--- src/cache_config.svh ---
/* cache geometry
   sizes of the 4-way cache and the bit positions of the address fields */
`ifndef CACHE_CONFIG_SVH
`define CACHE_CONFIG_SVH

// ==============================
// ways and sets
// ==============================
`define CACHE_NUM_WAYS     4
`define CACHE_WAY_W        2
`define CACHE_NUM_SETS     16
`define CACHE_SET_W        4
`define CACHE_NUM_LINES    (`CACHE_NUM_SETS * `CACHE_NUM_WAYS) // data array depth

// ==============================
// line and address layout
// ==============================
`define CACHE_WORDS_IN_CL  4
`define CACHE_WORD_W       32
`define CACHE_ADDR_W       20
`define CACHE_OFFSET_W     4    // byte offset, bits 3..0
`define CACHE_WORD_OFF_LSB 2    // word select is offset bits 3..2
`define CACHE_WORD_OFF_W   2
`define CACHE_SET_LSB      4    // set at bits 7..4
`define CACHE_TAG_LSB      8    // tag at bits 19..8
`define CACHE_TAG_W        12
`define CACHE_TQ_ID_W      4

`endif

--- src/cache_lu_pkg.sv ---
/* lookup side types
   requests and responses of the lookup port and the far-memory strobe */
`include "cache_config.svh"

package cache_lu_pkg;

  typedef logic [`CACHE_ADDR_W-1:0]  addr_t;
  typedef logic [`CACHE_TQ_ID_W-1:0] tq_id_t;
  typedef logic [`CACHE_WORD_W-1:0]  word_t;
  typedef logic [`CACHE_WORDS_IN_CL-1:0][`CACHE_WORD_W-1:0] cl_data_t; // one line

  typedef enum logic [1:0] {lu_rd, lu_wr, lu_fill} lu_op_t;
  typedef enum logic [1:0] {res_no_rsp, res_hit, res_miss} lu_result_t;
  typedef enum logic {fm_fill_req, fm_dirty_evict} fm_op_t;

  typedef struct packed {
    logic     valid;
    lu_op_t   lu_op;
    tq_id_t   tq_id;
    addr_t    address;
    word_t    data;          // write word
    cl_data_t cl_data;       // fill line
    logic     fill_modified; // fill line already dirty
  } lu_req_t;

  typedef struct packed {
    logic       valid;
    lu_op_t     lu_op;
    lu_result_t result;
    tq_id_t     tq_id;
    addr_t      address;
    cl_data_t   data;
  } lu_rsp_t;

  typedef struct packed {
    logic     valid;
    fm_op_t   opcode;
    tq_id_t   tq_id;
    addr_t    address;
    cl_data_t data;  // evicted line, zero on fill request
  } fm_req_t;

endpackage

--- src/cache_array_pkg.sv ---
/* array side types
   tag and data array ports and the bus carried between pipe stages */
`include "cache_config.svh"

package cache_array_pkg;

  typedef logic [`CACHE_TAG_W-1:0]    tag_t;
  typedef logic [`CACHE_SET_W-1:0]    set_t;
  typedef logic [`CACHE_WAY_W-1:0]    way_t;
  typedef logic [`CACHE_OFFSET_W-1:0] offset_t;
  typedef logic [`CACHE_NUM_WAYS-1:0] way_vec_t;  // one bit per way
  typedef logic [`CACHE_NUM_WAYS-1:0][`CACHE_TAG_W-1:0] way_tags_t;

  typedef struct packed {
    way_tags_t tags;
    way_vec_t  valid;
    way_vec_t  mru;
    way_vec_t  modified;
  } set_rd_rsp_t;

  typedef struct packed {
    logic        en;
    set_t        set;
    set_rd_rsp_t payload;  // full new state of the set
  } set_wr_req_t;

  typedef struct packed {
    set_t set;
    way_t way;
  } cl_addr_t;

  typedef struct packed {
    logic                   en;
    cl_addr_t               cl_addr;
    cache_lu_pkg::cl_data_t data;
  } cl_wr_req_t;

  typedef struct packed {
    logic                   valid;
    cache_lu_pkg::lu_op_t   lu_op;
    cache_lu_pkg::tq_id_t   tq_id;
    tag_t                   tag;
    set_t                   set;
    offset_t                offset;
    cache_lu_pkg::word_t    data;
    cache_lu_pkg::cl_data_t cl_data;
    logic                   fill_modified;
    // filled in at q2
    logic                   hit;
    logic                   miss;
    way_vec_t               hit_way;     // one-hot
    way_vec_t               victim_way;  // one-hot, fill only
    cl_addr_t               cl_addr;
    logic                   dirty_evict;
    tag_t                   victim_tag;
  } pipe_bus_t;

endpackage

--- src/cache_rsp_stage.sv ---
/* q3 response stage
   lookup response, far-memory fill request or dirty evict,
   and the data array write with word merge */
`timescale 1ns/1ps
`include "cache_config.svh"

module cache_rsp_stage (
  input  cache_array_pkg::pipe_bus_t  bus_in,
  input  cache_lu_pkg::cl_data_t      cl_rd_data,
  output cache_lu_pkg::lu_rsp_t       lu_rsp,
  output cache_lu_pkg::fm_req_t       fm_req,
  output cache_array_pkg::cl_wr_req_t cl_wr_req
);

  logic                            is_rd;
  logic                            is_wr;
  logic                            is_fill;
  logic [`CACHE_WORD_OFF_W-1:0]    word_off;
  cache_lu_pkg::cl_data_t          merged;  // array line with the write word in
  cache_lu_pkg::addr_t             lu_addr;

  assign is_rd    = bus_in.valid && (bus_in.lu_op == cache_lu_pkg::lu_rd);
  assign is_wr    = bus_in.valid && (bus_in.lu_op == cache_lu_pkg::lu_wr);
  assign is_fill  = bus_in.valid && (bus_in.lu_op == cache_lu_pkg::lu_fill);
  assign word_off = bus_in.offset[`CACHE_WORD_OFF_LSB +: `CACHE_WORD_OFF_W];
  assign lu_addr  = {bus_in.tag, bus_in.set, bus_in.offset};

  // ==============================
  // lookup response
  // ==============================
  assign lu_rsp.valid   = bus_in.valid;
  assign lu_rsp.lu_op   = bus_in.lu_op;
  assign lu_rsp.result  = bus_in.hit  ? cache_lu_pkg::res_hit  :
                          bus_in.miss ? cache_lu_pkg::res_miss :
                                        cache_lu_pkg::res_no_rsp;
  assign lu_rsp.tq_id   = bus_in.tq_id;
  assign lu_rsp.address = lu_addr;
  assign lu_rsp.data    = is_fill              ? bus_in.cl_data :
                          (is_rd && bus_in.hit) ? cl_rd_data    : '0;

  // ==============================
  // far memory
  // ==============================
  always_comb begin
    fm_req = '0;
    if (bus_in.miss && !is_fill) begin            // rd or wr miss
      fm_req.valid   = 1'b1;
      fm_req.opcode  = cache_lu_pkg::fm_fill_req;
      fm_req.tq_id   = bus_in.tq_id;
      fm_req.address = lu_addr;
    end
    if (is_fill && bus_in.dirty_evict) begin
      fm_req.valid   = 1'b1;
      fm_req.opcode  = cache_lu_pkg::fm_dirty_evict;
      fm_req.tq_id   = bus_in.tq_id;
      fm_req.address = {bus_in.victim_tag, bus_in.set, {`CACHE_OFFSET_W{1'b0}}};
      fm_req.data    = cl_rd_data;                // victim line read at q2
    end
  end

  // ==============================
  // data array write
  // ==============================
  always_comb begin
    merged           = cl_rd_data;
    merged[word_off] = bus_in.data;
  end

  assign cl_wr_req.en      = (is_wr && bus_in.hit) || is_fill;
  assign cl_wr_req.cl_addr = bus_in.cl_addr;
  assign cl_wr_req.data    = is_fill ? bus_in.cl_data : merged;

endmodule

--- config.mk ---
export PLATFORM = sky130hd
export DESIGN_NAME = cache_rsp_stage
export DESIGN_NICKNAME = d
export VERILOG_FILES = /design/src/cache_lu_pkg.sv /design/src/cache_array_pkg.sv /design/src/cache_rsp_stage.sv
export VERILOG_INCLUDE_DIRS = /design/src
export SDC_FILE = /design/constraint.sdc
export NUM_CORES = 1
export LEC_CHECK = 0
export CORE_AREA = 2 2 311 313
export DETAILED_ROUTE_END_ITERATION = 16
export DIE_AREA = 0 0 313 315
export DONT_BUFFER_PORTS = 1
export SYNTH_ARGS = -nofsm -noshare
export SYNTH_HDL_FRONTEND = slang
export SYNTH_SLANG_ARGS = --single-unit
--- constraint.sdc ---
create_clock -name vclk -period 2.7
set_clock_uncertainty 0.1 [all_clocks]
set_input_delay 0.675 -clock vclk [all_inputs]
set_output_delay 0.675 -clock vclk [all_outputs]
set_load 0.01 [all_outputs]
Word-level counts from Yosys, hierarchy flattened
Cells that the tools add are included.
{"block": "totals", "regBits": 0, "input_bits": 345, "out_inout_bits": 446}
{"block": "classes", "n_lt_le_gt_ge": 2, "eq_ne": 2, "mux": 10, "n_reduce_logical": 11}
{"cell": "128-bit two-way mux", "count": 3}
{"cell": "154-bit two-way mux", "count": 1}
{"cell": "128-bit bitwise mux", "count": 1}
{"cell": "32-bit demux with 2-bit select", "count": 1}
{"cell": "32-bit two-way mux", "count": 1}
{"cell": "26-bit two-way mux", "count": 1}
{"cell": "1-bit logical AND", "count": 8}
{"cell": "2-bit two-way mux", "count": 2}
{"cell": "2-bit by 3-bit less-than comparator with 1-bit output (second input constant)", "count": 1}
{"cell": "2-bit by 1-bit equality test with 1-bit output (second input constant)", "count": 1}
{"cell": "2-bit equality test (second input constant)", "count": 1}
{"cell": "2-bit by 1-bit >= comparator with 1-bit output (second input constant)", "count": 1}
{"cell": "2-bit zero test", "count": 1}
{"cell": "1-bit zero test", "count": 1}
{"cell": "1-bit logical OR", "count": 1}

Depth between registers and ports, before layout
{"block": "depth", "depth_word": 6, "depth_mapped": 7, "depth_no_buf": 3}

Worst setup path before layout
No wires, ideal clock.
{"block": "synth_path", "kind": "input to output", "from": "input port bus_in[216] (netlist name)", "to": "output port fm_req[136] (netlist name)", "arrival_ps": 1647, "slack_ps": 278, "path_stages": 6, "n_path_buf": 3, "cell_sequence": "and3b_1 buf_6 buf_6 and2_4 buf_6 a22o_1"}
{"item": "start: declaration", "line": "cache_rsp_stage.sv:8", "rtl": "input cache_array_pkg::pipe_bus_t bus_in,"}
{"item": "end: declaration", "line": "cache_rsp_stage.sv:11", "rtl": "output cache_lu_pkg::fm_req_t fm_req,"}

==> summary.md <==
| Metric | Value |
|---|---|
| Run status | `completed` |
| Vias in the first global route | `7190` |
| # port buffers | `0` |
| CP startpoint | `bus_in[214]` |
| Post-route worst setup slack | `26.2 ps` |
| Core area | `95700 sq um` |
| Largest net degree at the start of global routing | `131` |
| Number of nets with antenna violations after routing | `0` |
| Most frequent cells in the layout | `378 x nand2_1, 128 x mux2i_1, 128 x o21ai_1` |
| Syn_area_per_cell | `5.53 sq um` |
| Sequential area share after synthesis | `0` |
| Overall power | `0.00135 W` |
| Via density | `3.42` |
| Final Hold Fails | `0` |
| Layout Utilization | `0.0907` |
| Worst setup path class | `in2out` |
| Mapped Cells | `928` |
| Leakage power | `4.02 nW` |
| Syn_nets | `1273` |
| CP Max Fanout | `34` |
| Fillers | `11.2k` |
| Synth warn | `0` |
| Leading cell type in the layout, fill and taps excluded | `nand2_1` |
| Hold Slack | `1250 ps` |
| Worst hold path cell count | `0` |
| Initial core utilization | `0.0536` |
| Post-Layout Inst Area | `8680 sq um` |
| Seq_cells | `0` |
| Final net count | `1340` |
| Gpl congestion | `0.956` |
| Storage element area | `0 sq um` |
| Slew HR | `0.660` |
| I/O pin total | `791` |
| Worst Hold Launch | `bus_in[15]` |
| Setup violators final | `0` |
| Fraction of layout cells with a size suffix above 1 | `0.207` |
| RSZ-0062 raised after global routing | `true` |
| Die Wd | `313 um` |
| Die H | `315 um` |
| DR top layer | `met5` |
| HP Class | `in2out` |
| Hold buffer count at CTS | `0` |
| Routed met2 length | `34000 um` |
| Detailed Place HPWL | `70800 um` |
| Required time of the critical path | `1920 ps` |
| Least-Margin Pin Slew | `505 ps` |
| Crit. End Element | `primary output` |
| Cell Area, Synth | `5130 sq um` |
| Distinct cell type count after synthesis | `21` |
| Most area-hungry cell type in the Yosys netlist | `nand2_1` |
| Clock buf count | `0` |
| Grt total ovfl | `0` |
| P per Cell Area | `156 nW/um^2` |
| Worst Setup Start Kind | `input pin` |
| Starting DRT DRC Count | `724` |
| Met3 WL | `14700 um` |
| Arr. time, crit path | `1900 ps` |
| Initial antenna violation count | `37` |
| Max_cap viols | `0` |
| M1 WL | `28800 um` |
| Die area | `98600 sq um` |
| Fin crit period | `2670 ps` |
| Final Slew Violations | `0` |
| Routed wire length | `79000 um` |
| DRC Markers | `0` |
| Share of the synthesized area in the top cell type | `0.282` |
| Vias | `7804` |
| Worst slack, placed | `1.96 ps` |
| Routed length per instance | `34.6 um` |
| Layout area overhead | `69.2%` |
| Peak VDD IR | `0.0465 mV` |
| First-pass detailed-route iteration total | `5` |
| Top cells by area, synth | `nand2_1 28%, mux2i_1 25%, and3_1 16%, o21ai_1 12%, buf_4 5.4%` |
| GR Util All Layers | `0.148` |
| Worst hold path endpoint | `cl_wr_req[130]` |
| DP Area | `8520 sq um` |
| Achievable Freq | `0.374 GHz` |
| First-pass GRT wire length | `94700 um` |
| Core Rows | `114` |
| Fin crit share | `0.990` |
-- report_power, final --
| part | leakage, nW | switching [W] | internal, W | total (W) |
|---|---|---|---|---|
| clock network | 0.0000761 | 0 | 0.000000000605 | 0.000000000605 |
| logic | 4.02 | 0.000825 | 0.000529 | 0.00135 |
| registers | 0 | 0 | 0 | 0 |
-- routing by layer --
layer / vias to the layer above / track usage
met1: 3681 / 0.160
met4: 44 / 0.0149
met2: 722 / 0.228
met3: 112 / 0.124
li1: 3245 / -
met5: - / 0
-- through the flow --
stage | instances | TNS, ps
after floorplan | 928 | 0
after global placement | 2265 | 0
after detailed placement | 2265 | 0
after CTS | 2265 | 0
after global routing | 2271 | -42.2
final | 2281 | 0
-- kinds of logic after synthesis --
group                  Yosys count  share of synthesized area
AOI/OAI and AO/OA              141                      0.147
buffers and inverters          123                      0.132
muxes                          129                      0.254
and+or+nand+nor                535                      0.467
-- worst max path at each step --
stage | endpoint | slack, ps | depth (start not counted)
after floorplan | fm_req[136] | 280 | 6
after global placement | cl_wr_req[57] | 50 | 6
after detailed placement | cl_wr_req[57] | 2 | 6
after CTS | cl_wr_req[84] | 2 | 6
after global routing | lu_rsp[78] | -10 | 6
final | cl_wr_req[87] | 30 | 5
-- synthesized netlist by cell type --
master / number
nand2_1: 385
and3_1: 128
mux2i_1: 128
o21ai_1: 128
buf_2: 44
buf_4: 37
clkbuf_1: 34
a22o_1: 12
nor2b_1: 12
and2_1: 4
buf_1: 4
buf_6: 3
a21boi_0: 1
and2_4: 1
and3b_1: 1
and4bb_2: 1
inv_2: 1
mux2i_4: 1
nand2b_1: 1
nand3b_1: 1
nor2_2: 1
-- what timing repair did --
action	CTS	global route
hold endpoints to repair	0	0
resized for setup	1	12
setup endpoints to repair	1	22
cloned	0	2
setup buffers	0	2
-- critical path: stages --
cell	delay, ps
and3b_4	210
buf_12	170
buf_4	190
clkbuf_16	200
o21ai_1	420
-- final cells by class --
| class | count | area (sq um) | area share |
|---|---|---|---|
| diodes | 12 | 30.0 | 0.00346 |
| inverters | 1 | 3.75 | 0.000432 |
| multi-input cells | 805 | 4520 | 0.521 |
| well taps | 1276 | 1600 | 0.184 |
| repair buffers | 187 | 2530 | 0.291 |
Power figures use the tool's default switching activity.
