$ cat config.mk
export PLATFORM = sky130hd
export DESIGN_NAME = cache_tag_stage
export DESIGN_NICKNAME = d
export VERILOG_FILES = /design/src/cache_lu_pkg.sv /design/src/cache_array_pkg.sv /design/src/cache_tag_stage.sv
export VERILOG_INCLUDE_DIRS = /design/src
export SDC_FILE = /design/constraint.sdc
export NUM_CORES = 1
export LEC_CHECK = 0
export BUFFER_PORTS_ARGS = -buffer_cell sky130_fd_sc_hd__buf_2
export CAP_MARGIN = 20
export CORE_AREA = 2 2 217 219
export DETAILED_ROUTE_END_ITERATION = 7
export DIE_AREA = 0 0 219 221
export GPL_ROUTABILITY_DRIVEN = 0
export GPL_TIMING_DRIVEN = 0
export PLACE_DENSITY = 0.35
export SYNTH_ARGS = -nofsm -noshare
export SYNTH_HDL_FRONTEND = slang
export SYNTH_SLANG_ARGS = --single-unit
$ cat constraint.sdc
create_clock -name vclk -period 3.5
set_input_delay 0.525 -clock vclk [all_inputs]
set_output_delay 0.525 -clock vclk [all_outputs]
set_load 0.005 [all_outputs]
$ cat src/cache_config.svh
/* cache geometry
   sizes of the 4-way cache and the bit positions of the address fields */
`ifndef CACHE_CONFIG_SVH
`define CACHE_CONFIG_SVH

// ==============================
// ways and sets
// ==============================
`define CACHE_NUM_WAYS     4
`define CACHE_WAY_W        2
`define CACHE_NUM_SETS     16
`define CACHE_SET_W        4
`define CACHE_NUM_LINES    (`CACHE_NUM_SETS * `CACHE_NUM_WAYS) // data array depth

// ==============================
// line and address layout
// ==============================
`define CACHE_WORDS_IN_CL  4
`define CACHE_WORD_W       32
`define CACHE_ADDR_W       20
`define CACHE_OFFSET_W     4    // byte offset, bits 3..0
`define CACHE_WORD_OFF_LSB 2    // word select is offset bits 3..2
`define CACHE_WORD_OFF_W   2
`define CACHE_SET_LSB      4    // set at bits 7..4
`define CACHE_TAG_LSB      8    // tag at bits 19..8
`define CACHE_TAG_W        12
`define CACHE_TQ_ID_W      4

`endif

$ cat src/cache_lu_pkg.sv
/* lookup side types
   requests and responses of the lookup port and the far-memory strobe */
`include "cache_config.svh"

package cache_lu_pkg;

  typedef logic [`CACHE_ADDR_W-1:0]  addr_t;
  typedef logic [`CACHE_TQ_ID_W-1:0] tq_id_t;
  typedef logic [`CACHE_WORD_W-1:0]  word_t;
  typedef logic [`CACHE_WORDS_IN_CL-1:0][`CACHE_WORD_W-1:0] cl_data_t; // one line

  typedef enum logic [1:0] {lu_rd, lu_wr, lu_fill} lu_op_t;
  typedef enum logic [1:0] {res_no_rsp, res_hit, res_miss} lu_result_t;
  typedef enum logic {fm_fill_req, fm_dirty_evict} fm_op_t;

  typedef struct packed {
    logic     valid;
    lu_op_t   lu_op;
    tq_id_t   tq_id;
    addr_t    address;
    word_t    data;          // write word
    cl_data_t cl_data;       // fill line
    logic     fill_modified; // fill line already dirty
  } lu_req_t;

  typedef struct packed {
    logic       valid;
    lu_op_t     lu_op;
    lu_result_t result;
    tq_id_t     tq_id;
    addr_t      address;
    cl_data_t   data;
  } lu_rsp_t;

  typedef struct packed {
    logic     valid;
    fm_op_t   opcode;
    tq_id_t   tq_id;
    addr_t    address;
    cl_data_t data;  // evicted line, zero on fill request
  } fm_req_t;

endpackage

$ cat src/cache_array_pkg.sv
/* array side types
   tag and data array ports and the bus carried between pipe stages */
`include "cache_config.svh"

package cache_array_pkg;

  typedef logic [`CACHE_TAG_W-1:0]    tag_t;
  typedef logic [`CACHE_SET_W-1:0]    set_t;
  typedef logic [`CACHE_WAY_W-1:0]    way_t;
  typedef logic [`CACHE_OFFSET_W-1:0] offset_t;
  typedef logic [`CACHE_NUM_WAYS-1:0] way_vec_t;  // one bit per way
  typedef logic [`CACHE_NUM_WAYS-1:0][`CACHE_TAG_W-1:0] way_tags_t;

  typedef struct packed {
    way_tags_t tags;
    way_vec_t  valid;
    way_vec_t  mru;
    way_vec_t  modified;
  } set_rd_rsp_t;

  typedef struct packed {
    logic        en;
    set_t        set;
    set_rd_rsp_t payload;  // full new state of the set
  } set_wr_req_t;

  typedef struct packed {
    set_t set;
    way_t way;
  } cl_addr_t;

  typedef struct packed {
    logic                   en;
    cl_addr_t               cl_addr;
    cache_lu_pkg::cl_data_t data;
  } cl_wr_req_t;

  typedef struct packed {
    logic                   valid;
    cache_lu_pkg::lu_op_t   lu_op;
    cache_lu_pkg::tq_id_t   tq_id;
    tag_t                   tag;
    set_t                   set;
    offset_t                offset;
    cache_lu_pkg::word_t    data;
    cache_lu_pkg::cl_data_t cl_data;
    logic                   fill_modified;
    // filled in at q2
    logic                   hit;
    logic                   miss;
    way_vec_t               hit_way;     // one-hot
    way_vec_t               victim_way;  // one-hot, fill only
    cl_addr_t               cl_addr;
    logic                   dirty_evict;
    tag_t                   victim_tag;
  } pipe_bus_t;

endpackage

$ cat src/cache_tag_stage.sv
/* q2 tag stage
   tag compare, victim choice for fills, new set state for the tag array
   and the data array read address */
`timescale 1ns/1ps
`include "cache_config.svh"

module cache_tag_stage (
  input  cache_array_pkg::pipe_bus_t   bus_in,
  input  cache_array_pkg::set_rd_rsp_t set_rsp,
  output cache_array_pkg::pipe_bus_t   bus_out,
  output cache_array_pkg::set_wr_req_t set_wr,
  output cache_array_pkg::cl_addr_t    cl_rd_addr
);

  cache_array_pkg::way_vec_t    hit_way;
  cache_array_pkg::way_vec_t    victim_way;
  cache_array_pkg::way_vec_t    access_way;  // way touched by this lookup
  cache_array_pkg::way_t        hit_idx;
  cache_array_pkg::way_t        victim_idx;
  cache_array_pkg::set_rd_rsp_t new_set;
  logic                         hit;
  logic                         is_fill;
  logic                         is_wr;

  // lowest set bit of a way vector
  function automatic cache_array_pkg::way_vec_t first_one(cache_array_pkg::way_vec_t vec);
    return vec & (~vec + 1'b1);
  endfunction

  // one-hot to way number
  function automatic cache_array_pkg::way_t way_idx(cache_array_pkg::way_vec_t onehot);
    cache_array_pkg::way_t idx;
    idx = '0;
    for (int w = 0; w < `CACHE_NUM_WAYS; w++) begin
      if (onehot[w]) idx = `CACHE_WAY_W'(w);
    end
    return idx;
  endfunction

  assign is_fill = bus_in.valid && (bus_in.lu_op == cache_lu_pkg::lu_fill);
  assign is_wr   = bus_in.valid && (bus_in.lu_op == cache_lu_pkg::lu_wr);

  // ==============================
  // tag compare and victim
  // ==============================
  always_comb begin
    for (int w = 0; w < `CACHE_NUM_WAYS; w++) begin
      hit_way[w] = bus_in.valid && set_rsp.valid[w] && (set_rsp.tags[w] == bus_in.tag);
    end
    hit = |hit_way;
    victim_way = '0;
    if (is_fill) begin
      victim_way = (~set_rsp.valid != '0) ? first_one(~set_rsp.valid) // free way first
                                          : first_one(~set_rsp.mru);  // else first non-mru
    end
  end

  assign hit_idx    = way_idx(hit_way);
  assign victim_idx = way_idx(victim_way);
  assign access_way = hit ? hit_way : victim_way;

  // ==============================
  // new set state
  // ==============================
  always_comb begin
    new_set = set_rsp;                            // untouched by default
    if (hit) begin
      new_set.mru = set_rsp.mru | hit_way;
      if (is_wr) new_set.modified = set_rsp.modified | hit_way;
    end
    if (is_fill) begin
      new_set.tags[victim_idx]     = bus_in.tag;
      new_set.valid                = set_rsp.valid | victim_way;
      new_set.mru                  = set_rsp.mru | victim_way;
      new_set.modified[victim_idx] = bus_in.fill_modified;
    end
    if (&new_set.mru) new_set.mru = access_way;   // bit flip, keep only the newest
  end

  assign set_wr.en      = bus_in.valid;
  assign set_wr.set     = bus_in.set;
  assign set_wr.payload = new_set;

  assign cl_rd_addr.set = bus_in.set;
  assign cl_rd_addr.way = is_fill ? victim_idx : hit_idx; // victim line feeds an evict

  always_comb begin
    bus_out             = bus_in;
    bus_out.hit         = hit;
    bus_out.miss        = bus_in.valid && !hit;
    bus_out.hit_way     = hit_way;
    bus_out.victim_way  = victim_way;
    bus_out.cl_addr     = cl_rd_addr;
    bus_out.dirty_evict = |(victim_way & set_rsp.valid & set_rsp.modified);
    bus_out.victim_tag  = set_rsp.tags[victim_idx]; // old tag, before the fill
  end

endmodule

* After elaboration in Yosys (flattened, before gate mapping)
Index checks and enable logic that the tools add are counted.
** Cells by class
- Add/subtract/negate cells :: 2
- Reductions and logical operators :: 17
- Magnitude comparators :: 2
- Equal/unequal tests :: 6
- Bitwise operators :: 12
- Multiplexer cells :: 22
** Operators with widths (count)
- $mux 60 :: 1
- $bwmux 48 :: 1
- $eq 12x12->1 :: 4
- $bmux 12 s2 :: 1
- $demux 12 s2 :: 1
- $mux 12 :: 2
- $mux 4 :: 5
- $and 4x4->4 :: 4
- $not 4->4 :: 4
- $or 4x4->4 :: 4
- $logic_and 1x1->1 :: 12
- $mux 2 :: 5
- $add 4x1->4 const B :: 2
- $mux 8 :: 1
- $reduce_or 4->1 :: 2
- $bwmux 4 :: 1
- $reduce_and 4->1 :: 1
- $reduce_bool 4->1 :: 1
- $lt 2x3->1 const B :: 1
- $mux 1 :: 3
- $demux 1 s2 :: 1
- $eq 2x1->1 const B :: 1
- $eq 2x2->1 const B :: 1
- $ge 2x1->1 const B :: 1
- $logic_not 1->1 :: 1
** Storage, ports and cells
- Bits of input ports :: 277
- Register bits :: 0
- Output and inout bits :: 288
- Word-level logic and storage cells :: 61

* Logic depth before layout (Yosys ltp)
- Depth after elaboration :: 17
- Depth in mapped cells :: 8
- Depth with buffers taken out :: 7

* Least setup slack after synthesis
OpenSTA, ideal clock, no wires.
- Path kind :: input to output
- Start :: in bus_in[204] in the netlist's numbering
- End :: out cl_rd_addr[0] in the netlist's numbering
- Required time :: 2.975 ns
- Slack :: 0.909 ns
- Stages on the path :: 8
- Buffers on the path :: 2
- Arrival time :: 2.066 ns
- Cells stage by stage :: buf_4 > xor2_1 > nor4_2 > nand2_1 > nor4_4 > a21oi_1 > o21ai_1 > buf_4
** RTL lines
- from (decl) :: RTL line cache_tag_stage.sv:8 : input cache_array_pkg::pipe_bus_t bus_in,
- to (decl) :: RTL line cache_tag_stage.sv:12 : output cache_array_pkg::cl_addr_t cl_rd_addr

==> metrics.txt <==
largest family of logic cells by synthesized area buffers and inverters; fmax 0.294 GHz; Slowest cell on crit path nor4_4; register area share after synthesis 0%; Critical Path AT 2.87 ns; commonest non-fill, non-tap cell in the layout buf_2; Tcrit/Tclk final 97.1%; CLK BUF 0; share of cells above drive strength 1 77.3%; FF+latch count 0; Synth Area in Simple Gates 12.6%; number of global-route vias before repair 4122; routed len/inst 16.4 microns; critical path class primary input to primary output; post-synthesis mux area share 18.7%; Die Y 221 microns; Hold Path Class primary input to primary output; final setup fails 0; Worst-Margin Slew 0.693 ns; pre-CTS setup slack -0.475 ns; hold_ws 1.22 ns; area of the mapped netlist 3530 sq um; global-route wire length before repair 30.5 mm; final instance area 6150 sq um; YS warnings 0; Syn Nets 735; Initial Utilization 7.67%; Area Overhead vs Synth 74.1%; post-DP HPWL 20.7 mm; worst path required time 2.97 ns; fin cells 1423; total number of vias 4264; Yosys top cell by area buf_4; placed insts 1418; Via density 3.00; final hold violation count 0; DR pass1 iterations 5; DIE WIDTH 219 microns; setup ws final 0.100 ns; GRT Overall Usage 8.79%; Netlist cell types 44; XOR/XNOR share of the synthesized area 11.9%; crit path buf inv count 2; hold path depth 2; crit-path max FO 8; initial antenna violation count 0; largest net degree at the start of global routing 20; # port buffers 352; CP Capture Type primary output; Synth area leaders buf_4 (44%), mux2_2 (9.6%), xnor2_1 (7.2%); hold endpoint bus_out[139]; Critical Path Max Stage Delay 0.61 ns; Mapped Avg Cell Area 7.71 sq um; gr ovfl total 0; RSZ-0062 raised after global routing no; core area 46100 sq um; DRC Markers 0; Post-Synth Adder-Cell Area 0%; Max transition margin 53.8%; Period minus WS final 3.40 ns; register area 0 sq um; Synth top area share 43.8%; hold buffer count at cts 0; status completed; CP delay by family, top simple AND/OR/NAND/NOR gates; nets@finish 1094; Compound-Gate Fraction of Synth Area 9.35%; CP Launch Type primary input; min-delay src bus_in[139]; DP Area 6070 sq um; IO Pins 565; max-slew violations 0; Starting DRT DRC Count 94; row count 79; ordered cell list for the critical path buf_2 -> xnor2_1 -> nand4_1 -> nor4_4 -> a211o_1 -> nand4_1 -> a211oi_1 -> nor2_1 -> buf_2; commonest non-fill, non-tap cells in the layout buf_2 (367), buf_4 (213), mux2_2 (30); post-synthesis cell count 458; DRT Wirelength 23.4 mm; full die area 48400 sq um; number of routed nets with antenna violations 0; max-cap violations 0
## logic make-up (layout without fill, tap and decap cells)
| family | count (synthesis) | count (layout) |
|---|---|---|
| compound gates | 50 | 50 |
| xor+xnor | 48 | 48 |
| buf+inv | 233 | 590 |
| mux | 60 | 60 |
| other cells | 0 | 1 |
| simple gates | 67 | 67 |
## area by class of cell
type                       count  area, sq um
antenna                        1         2.50
tap                          607          759
inverter                       5         18.8
timing repair buffer         358         1810
fill                        5399        39900
buffer                       227         1670
multi-input combinational    225         1890
## how the worst max path moves through the flow
| stage | cells after the start | start | slack (ns) | end |
|---|---|---|---|---|
| 3_3_place_gp | 8 | bus_in[216] | -0.42 | bus_out[4] |
| 2_1_floorplan | 8 | bus_in[204] | 0.91 | cl_rd_addr[0] |
| 6_report | 9 | bus_in[198] | 0.10 | set_wr[6] |
| 3_5_place_dp | 8 | bus_in[216] | -0.47 | bus_out[4] |
| 4_1_cts | 6 | bus_in[216] | 0.006 | set_wr[34] |
| 5_1_grt | 9 | bus_in[198] | 0.01 | set_wr[6] |
## synthesized netlist by cell type (2+ instances only)
library cell / n
buf_4: 206
mux2_2: 30
xnor2_1: 29
xor2_1: 19
mux2_1: 18
buf_2: 17
o21ai_1: 14
a22oi_1: 12
mux2i_1: 12
nand2_1: 11
nand3_1: 11
nand4_1: 8
nor2_1: 8
a21oi_1: 7
o21ai_0: 6
inv_1: 5
nand4b_1: 4
nor3_1: 4
nor4_4: 4
nor4_1: 3
a211o_1: 2
a211oi_1: 2
and3_1: 2
buf_1: 2
clkbuf_1: 2
nand2b_1: 2
## routing by layer
layer | wire, microns | up-vias | part of all wire [%] | GRT usage (%)
met5 | 0 | - | 0 | 0
met3 | 1230 | 2 | 5.3 | 0.454
met1 | 9270 | 1938 | 40 | 10.6
met2 | 12800 | 266 | 55 | 17.7
li1 | - | 2058 | - | -
met4 | 62 | 0 | 0.27 | 0.196
## metrics by stage
step / TNS (ns) / utilization [%]
floorplan: 0 / -
global placement: -7.76 / 13.1
detailed placement: -8.34 / 13.2
CTS: 0 / 13.3
global route: 0 / 13.3
finish: 0 / 13.4
## repair_timing
| item | 4_1_cts | 5_1_grt |
|---|---|---|
| endpoints found under the setup margin | 37 | 23 |
| pin swaps | 2 | 3 |
| resized for setup | 7 | 6 |
| setup buffers | 1 | 4 |
