`src/cache_config.svh`:
```
/* cache geometry
   sizes of the 4-way cache and the bit positions of the address fields */
`ifndef CACHE_CONFIG_SVH
`define CACHE_CONFIG_SVH

// ==============================
// ways and sets
// ==============================
`define CACHE_NUM_WAYS     4
`define CACHE_WAY_W        2
`define CACHE_NUM_SETS     16
`define CACHE_SET_W        4
`define CACHE_NUM_LINES    (`CACHE_NUM_SETS * `CACHE_NUM_WAYS) // data array depth

// ==============================
// line and address layout
// ==============================
`define CACHE_WORDS_IN_CL  4
`define CACHE_WORD_W       32
`define CACHE_ADDR_W       20
`define CACHE_OFFSET_W     4    // byte offset, bits 3..0
`define CACHE_WORD_OFF_LSB 2    // word select is offset bits 3..2
`define CACHE_WORD_OFF_W   2
`define CACHE_SET_LSB      4    // set at bits 7..4
`define CACHE_TAG_LSB      8    // tag at bits 19..8
`define CACHE_TAG_W        12
`define CACHE_TQ_ID_W      4

`endif

```
`src/cache_lu_pkg.sv`:
```
/* lookup side types
   requests and responses of the lookup port and the far-memory strobe */
`include "cache_config.svh"

package cache_lu_pkg;

  typedef logic [`CACHE_ADDR_W-1:0]  addr_t;
  typedef logic [`CACHE_TQ_ID_W-1:0] tq_id_t;
  typedef logic [`CACHE_WORD_W-1:0]  word_t;
  typedef logic [`CACHE_WORDS_IN_CL-1:0][`CACHE_WORD_W-1:0] cl_data_t; // one line

  typedef enum logic [1:0] {lu_rd, lu_wr, lu_fill} lu_op_t;
  typedef enum logic [1:0] {res_no_rsp, res_hit, res_miss} lu_result_t;
  typedef enum logic {fm_fill_req, fm_dirty_evict} fm_op_t;

  typedef struct packed {
    logic     valid;
    lu_op_t   lu_op;
    tq_id_t   tq_id;
    addr_t    address;
    word_t    data;          // write word
    cl_data_t cl_data;       // fill line
    logic     fill_modified; // fill line already dirty
  } lu_req_t;

  typedef struct packed {
    logic       valid;
    lu_op_t     lu_op;
    lu_result_t result;
    tq_id_t     tq_id;
    addr_t      address;
    cl_data_t   data;
  } lu_rsp_t;

  typedef struct packed {
    logic     valid;
    fm_op_t   opcode;
    tq_id_t   tq_id;
    addr_t    address;
    cl_data_t data;  // evicted line, zero on fill request
  } fm_req_t;

endpackage

```
`src/cache_array_pkg.sv`:
```
/* array side types
   tag and data array ports and the bus carried between pipe stages */
`include "cache_config.svh"

package cache_array_pkg;

  typedef logic [`CACHE_TAG_W-1:0]    tag_t;
  typedef logic [`CACHE_SET_W-1:0]    set_t;
  typedef logic [`CACHE_WAY_W-1:0]    way_t;
  typedef logic [`CACHE_OFFSET_W-1:0] offset_t;
  typedef logic [`CACHE_NUM_WAYS-1:0] way_vec_t;  // one bit per way
  typedef logic [`CACHE_NUM_WAYS-1:0][`CACHE_TAG_W-1:0] way_tags_t;

  typedef struct packed {
    way_tags_t tags;
    way_vec_t  valid;
    way_vec_t  mru;
    way_vec_t  modified;
  } set_rd_rsp_t;

  typedef struct packed {
    logic        en;
    set_t        set;
    set_rd_rsp_t payload;  // full new state of the set
  } set_wr_req_t;

  typedef struct packed {
    set_t set;
    way_t way;
  } cl_addr_t;

  typedef struct packed {
    logic                   en;
    cl_addr_t               cl_addr;
    cache_lu_pkg::cl_data_t data;
  } cl_wr_req_t;

  typedef struct packed {
    logic                   valid;
    cache_lu_pkg::lu_op_t   lu_op;
    cache_lu_pkg::tq_id_t   tq_id;
    tag_t                   tag;
    set_t                   set;
    offset_t                offset;
    cache_lu_pkg::word_t    data;
    cache_lu_pkg::cl_data_t cl_data;
    logic                   fill_modified;
    // filled in at q2
    logic                   hit;
    logic                   miss;
    way_vec_t               hit_way;     // one-hot
    way_vec_t               victim_way;  // one-hot, fill only
    cl_addr_t               cl_addr;
    logic                   dirty_evict;
    tag_t                   victim_tag;
  } pipe_bus_t;

endpackage

```
`src/cache_tag_array.sv`:
```
/* cache tag array
   per-set tags with valid, mru and modified bits
   registered read, a same-cycle write to the read set is forwarded */
`timescale 1ns/1ps
`include "cache_config.svh"

module cache_tag_array (
  input  logic                         clk,
  input  logic                         rst,
  input  logic [`CACHE_SET_W-1:0]      rd_set,
  output cache_array_pkg::set_rd_rsp_t rd_rsp,
  input  cache_array_pkg::set_wr_req_t wr_req
);

  cache_array_pkg::way_tags_t tag_mem  [`CACHE_NUM_SETS]; // plain storage
  cache_array_pkg::way_vec_t  valid_q  [`CACHE_NUM_SETS];
  cache_array_pkg::way_vec_t  mru_q    [`CACHE_NUM_SETS];
  cache_array_pkg::way_vec_t  mod_q    [`CACHE_NUM_SETS];
  logic                       bypass;

  assign bypass = wr_req.en && (wr_req.set == rd_set); // q2 update hits the q1 set

  always_ff @(posedge clk) begin
    if (wr_req.en) begin
      tag_mem[wr_req.set] <= wr_req.payload.tags;
    end
  end

  // state bits, all clear out of reset
  always_ff @(posedge clk) begin
    if (rst) begin
      for (int s = 0; s < `CACHE_NUM_SETS; s++) begin
        valid_q[s] <= '0;
        mru_q[s]   <= '0;
        mod_q[s]   <= '0;
      end
    end else if (wr_req.en) begin
      valid_q[wr_req.set] <= wr_req.payload.valid;
      mru_q[wr_req.set]   <= wr_req.payload.mru;
      mod_q[wr_req.set]   <= wr_req.payload.modified;
    end
  end

  always_ff @(posedge clk) begin
    if (bypass) begin
      rd_rsp <= wr_req.payload;        // newest state wins
    end else begin
      rd_rsp.tags     <= tag_mem[rd_set];
      rd_rsp.valid    <= valid_q[rd_set];
      rd_rsp.mru      <= mru_q[rd_set];
      rd_rsp.modified <= mod_q[rd_set];
    end
  end

endmodule

```
`config.mk`:
```
export PLATFORM = sky130hd
export DESIGN_NAME = cache_tag_array
export DESIGN_NICKNAME = d
export VERILOG_FILES = /design/src/cache_lu_pkg.sv /design/src/cache_array_pkg.sv /design/src/cache_tag_array.sv
export VERILOG_INCLUDE_DIRS = /design/src
export SDC_FILE = /design/constraint.sdc
export NUM_CORES = 1
export LEC_CHECK = 0
export BUFFER_PORTS_ARGS = -buffer_cell sky130_fd_sc_hd__buf_4
export CORE_MARGIN = 3
export CORE_UTILIZATION = 36
export CTS_CLUSTER_SIZE = 20
export DETAILED_ROUTE_END_ITERATION = 10
export GPL_ROUTABILITY_DRIVEN = 0
export SLEW_MARGIN = 25
export SYNTH_ARGS = -nofsm -noshare
export SYNTH_HDL_FRONTEND = slang
export SYNTH_SLANG_ARGS = --single-unit
```
`constraint.sdc`:
```
create_clock -name clk -period 5.29 [get_ports clk]
set_input_delay 0.7935 -clock clk [delete_from_list [all_inputs] [get_ports clk]]
set_output_delay 0.7935 -clock clk [all_outputs]
set_load 0.05 [all_outputs]
```
### Word level (Yosys, flattened, before mapping)

Memory sizes are Yosys's and may differ from the RTL's. A register that Yosys moved wholly into a read port is not among the register bits.
Cells that the tools add are included.

| word-level totals | value |
|---|---|
| input bits | 71 |
| bits in writable memories | 960 |
| flip-flop bits (word level) | 12 |
| memories | 4 |
| output and inout port bits | 60 |

Memory list:

| memory | words | width | rd ports | clocked after memory_dff | write ports | line | RTL |
|---|---|---|---|---|---|---|---|
| tag_mem | 16 | 48 | 1 | 1 | 1 | cache_tag_array.sv:15 | `` cache_array_pkg::way_tags_t tag_mem [`CACHE_NUM_SETS]; `` |
| mod_q | 16 | 4 | 1 | 0 | 16 | cache_tag_array.sv:18 | `` cache_array_pkg::way_vec_t mod_q [`CACHE_NUM_SETS]; `` |
| mru_q | 16 | 4 | 1 | 0 | 16 | cache_tag_array.sv:17 | `` cache_array_pkg::way_vec_t mru_q [`CACHE_NUM_SETS]; `` |
| valid_q | 16 | 4 | 1 | 0 | 16 | cache_tag_array.sv:16 | `` cache_array_pkg::way_vec_t valid_q [`CACHE_NUM_SETS]; `` |

| operators by class | value |
|---|---|
| equal/unequal tests | 1 |
| reductions and logical operators | 4 |
| muxes and demuxes | 16 |

Operator list:

| operator | count |
|---|---|
| $mux W60 | 1 |
| $mux W4 | 6 |
| $reduce_or A4 Y1 | 3 |
| $mux W1 | 9 |
| $eq A4 B4 Y1 | 1 |
| $logic_and A1 B1 Y1 | 1 |

### Depth between registers and ports, before layout

| logic depth | value |
|---|---|
| depth in word-level cells | 5 |
| mapped depth | 7 |

### Worst setup path after synthesis

Ideal clock, no wire load.

| timing path | value |
|---|---|
| path kind | input -> register |
| from | in wr_req[60] (netlist bit) |
| to | mem mod_q[12][0] (netlist bit) (enable) |
| arrival time | 3829 ps |
| required time | 4965 ps |
| setup slack | 1137 ps |
| path buffers | 1 |
| stages | 4 |
| path through | or2_2 > clkbuf_1 > nor2_1 > or2_2 |

RTL lines:

| what | line | RTL |
|---|---|---|
| start: declaration | cache_tag_array.sv:12 | `input cache_array_pkg::set_wr_req_t wr_req` |
| end: declaration | cache_tag_array.sv:18 |  |

==> flow_summary.toml <==
[floorplanning]
rows = 119
core_area_mm2 = 0.105
ioPinCount = 131
dieHeight_um = 332
chipWidth_um = 332
die_area_mm2 = 0.110
initial_standard_cell_utilization_of_the_core_pct = 36.3

[finish]
layout_common_cells = "sky130_fd_sc_hd__edfxtp_1 (960), sky130_fd_sc_hd__mux4_2 (268), sky130_fd_sc_hd__and2_1 (192)"
final.fill_count = 9053
layout.cell_area.non_filler_mm2 = 0.0441
areaGrowthSynthToFinish_pct = 15.3
design.final.nets = 1912
most_common_cell_after_layout_fill_and_taps_aside = "sky130_fd_sc_hd__edfxtp_1"
layout-drive-gt1-share_pct = 32.2
layout.core_utilization_pct = 41.9

[critical_path]
critical_path_rt_ps = 4500
start_kind = "flip-flop"
worstSetupPathType = "flip-flop to primary output"
cp_max_fo = 46
crit_end_category = "primary output"
worst-endpoint-arrival_ps = 3260

[outcome]
outcome = "completed"

[synth]
yosys_warnings = 0
ys_types = 22
syn-cell-area_mm2 = 0.0383
postSynthCellCount = 1676
mappedNetlistNets = 1747
synth.yosys.seq_area_share_pct = 76.1
syn_area_per_cell_um2 = 22.9
synth-seq-cells = 976

[timing]
grt_setup_unrepaired = "false"
tightest_slew_ps = 1080
number_of_setup_violations_in_the_final_report = 0
timing_max_transition_violations_final = 0
hold_ws_ps = 420
min_period_ps = 4050
report.final.hold_viol_count = 0
post-route-period-util_pct = 76.5
clock.fmax_mhz = 247
timing.max_slew.rel_slack_pct = 27.4
fin_skew_ps = 72.1
setup_total_negative_slack_ps = 0

[global_routing]
antenna_found_initial = 9
global_route_wire_length_before_repair_um = 126000
vias_in_the_first_global_route = 18374
globalRouteOverflowTotal = 0
pin_count_of_the_biggest_net_entering_global_routing = 68
globalRouteTotalUtil_pct = 15.6

[routing]
antenna_left = 0
count_of_unresolved_drc_violations_after_routing = 0
vias_after_detailed_routing = 17154
post_drt_wl_per_cell_um = 25.8
route.final.wire_length_um = 85900
detailedRoute.firstIterationViolations = 1620
detail_route.vias_per_cell = 5.16
dr.pass1.iters = 5

[clock_tree]
clockRootBuffer = "sky130_fd_sc_hd__clkbuf_16"
cts_hold_buffers = 0
tritoncts_num_sinks = 976
cts_h_tree_depth = 3
cts_buffers = 98
cts_tree = "built"
clk_path_buf_depth = 3
post-cts-setup-buffers = 0
path_clk_slew_ps = 60
cts_resized = 0
worst_skew_pair.late_latency_ps = 660

[placed_design]
detailed_place_hpwl_um = 46200
place.port_buffers = 130
placement.cell_area_mm2 = 0.0410

[run]
drv.max_cap_violation_count = 0

[pwr]
ir_drop_mv = 0.254
power.density_cell_area_mw_per_mm2 = 374
total_power_w = 0.0165
pleak_nw = 14.2

[min_path]
timing.hold.worst.class = "primary input to flip-flop"
## power by group
group          leakage (nW)  switching, W  internal [W]  total (W)
sequential             8.91     0.0000816       0.00872    0.00881
combinational          3.77      0.000696      0.000460    0.00116
clock                  1.49       0.00289       0.00366    0.00655
total                  14.2       0.00366        0.0128     0.0165
## logic make-up after synthesis
kind of cell           after synthesis  share of synthesized area (%)
AND/OR/NAND/NOR                    258                           3.96
multiplexers                       336                           18.4
XOR/XNOR                             4                         0.0915
buffers and inverters              102                           1.43
flip-flops                         976                           76.1
## cell type report
| cell class | instances | area (um2) | area share (%) |
|---|---|---|---|
| Clock buffer | 125 | 2570 | 5.83 |
| Timing Repair Buffer | 167 | 1440 | 3.26 |
| Tap cell | 1391 | 1740 | 3.94 |
| Antenna cell | 7 | 17.5 | 0.0397 |
| Sequential cell | 976 | 29200 | 66.1 |
| Multi-Input combinational cell | 598 | 8740 | 19.8 |
| Clock inverter | 59 | 475 | 1.08 |
## per-layer routing
| layer | GRT usage [%] | vias up | wire (um) |
|---|---|---|---|
| li1 | - | 7308 | - |
| met1 | 21.4 | 9239 | 36500 |
| met2 | 25.2 | 484 | 42200 |
| met3 | 3.42 | 119 | 5400 |
| met4 | 4.02 | 4 | 1630 |
| met5 | 0 | - | 25 |
## critical path, cell delays in order (launching register included)
cell	delay [ps]
sky130_fd_sc_hd__dfxtp_4	830
sky130_fd_sc_hd__buf_4	570
sky130_fd_sc_hd__mux4_2	390
sky130_fd_sc_hd__mux4_2	540
sky130_fd_sc_hd__buf_4	220
## Yosys cell counts
master                     instances  area, um2
sky130_fd_sc_hd__buf_4             8       60.1
sky130_fd_sc_hd__or2_2            17        106
sky130_fd_sc_hd__buf_2            10       50.1
sky130_fd_sc_hd__buf_6            14        158
sky130_fd_sc_hd__mux2i_1          36        360
sky130_fd_sc_hd__nand3_1           2       10.0
sky130_fd_sc_hd__edfxtp_1        960      28800
sky130_fd_sc_hd__mux2_2           12        135
sky130_fd_sc_hd__mux4_2          268       6040
sky130_fd_sc_hd__xor2_1            3       26.3
sky130_fd_sc_hd__nor2_1           33        124
sky130_fd_sc_hd__mux4_1           20        526
sky130_fd_sc_hd__and2_1          192       1200
sky130_fd_sc_hd__nor2b_1           3       18.8
sky130_fd_sc_hd__nand2b_1          2       12.5
sky130_fd_sc_hd__dfxtp_1          16        320
sky130_fd_sc_hd__nand2_1           8       30.0
sky130_fd_sc_hd__buf_12            1       20.0
sky130_fd_sc_hd__clkbuf_1         63        236
sky130_fd_sc_hd__buf_1             6       22.5
sky130_fd_sc_hd__xnor2_1           1       8.76
sky130_fd_sc_hd__nor4_2            1       12.5
## stage by stage
step | std cells | setup slack (ps)
final | 3323 | 1240
after global routing | 3318 | 1030
after CTS | 3314 | 1130
after detailed placement | 3130 | 1780
after global placement | 3125 | 1790
after floorplan | 1676 | 1140
## sequential cells by signal, indices dropped and copies added (netlist names), named ones only
name / count
valid_q: 64
rd_rsp: 12
tag_mem: 768
mod_q: 64
mru_q: 64
## worst paths after layout
path                                     start             end  slack [ps]  cells after the start
worst max register to register  valid_q[15][3]      rd_rsp[11]        3600                      4
worst min register to register   valid_q[8][3]      rd_rsp[11]         910                      4
worst min-delay path                wr_req[31]  tag_mem[1][19]         420                      1
worst max-delay path                 flip-flop      rd_rsp[17]        1240                      4
Note: power is estimated with default switching activity, not from simulation.
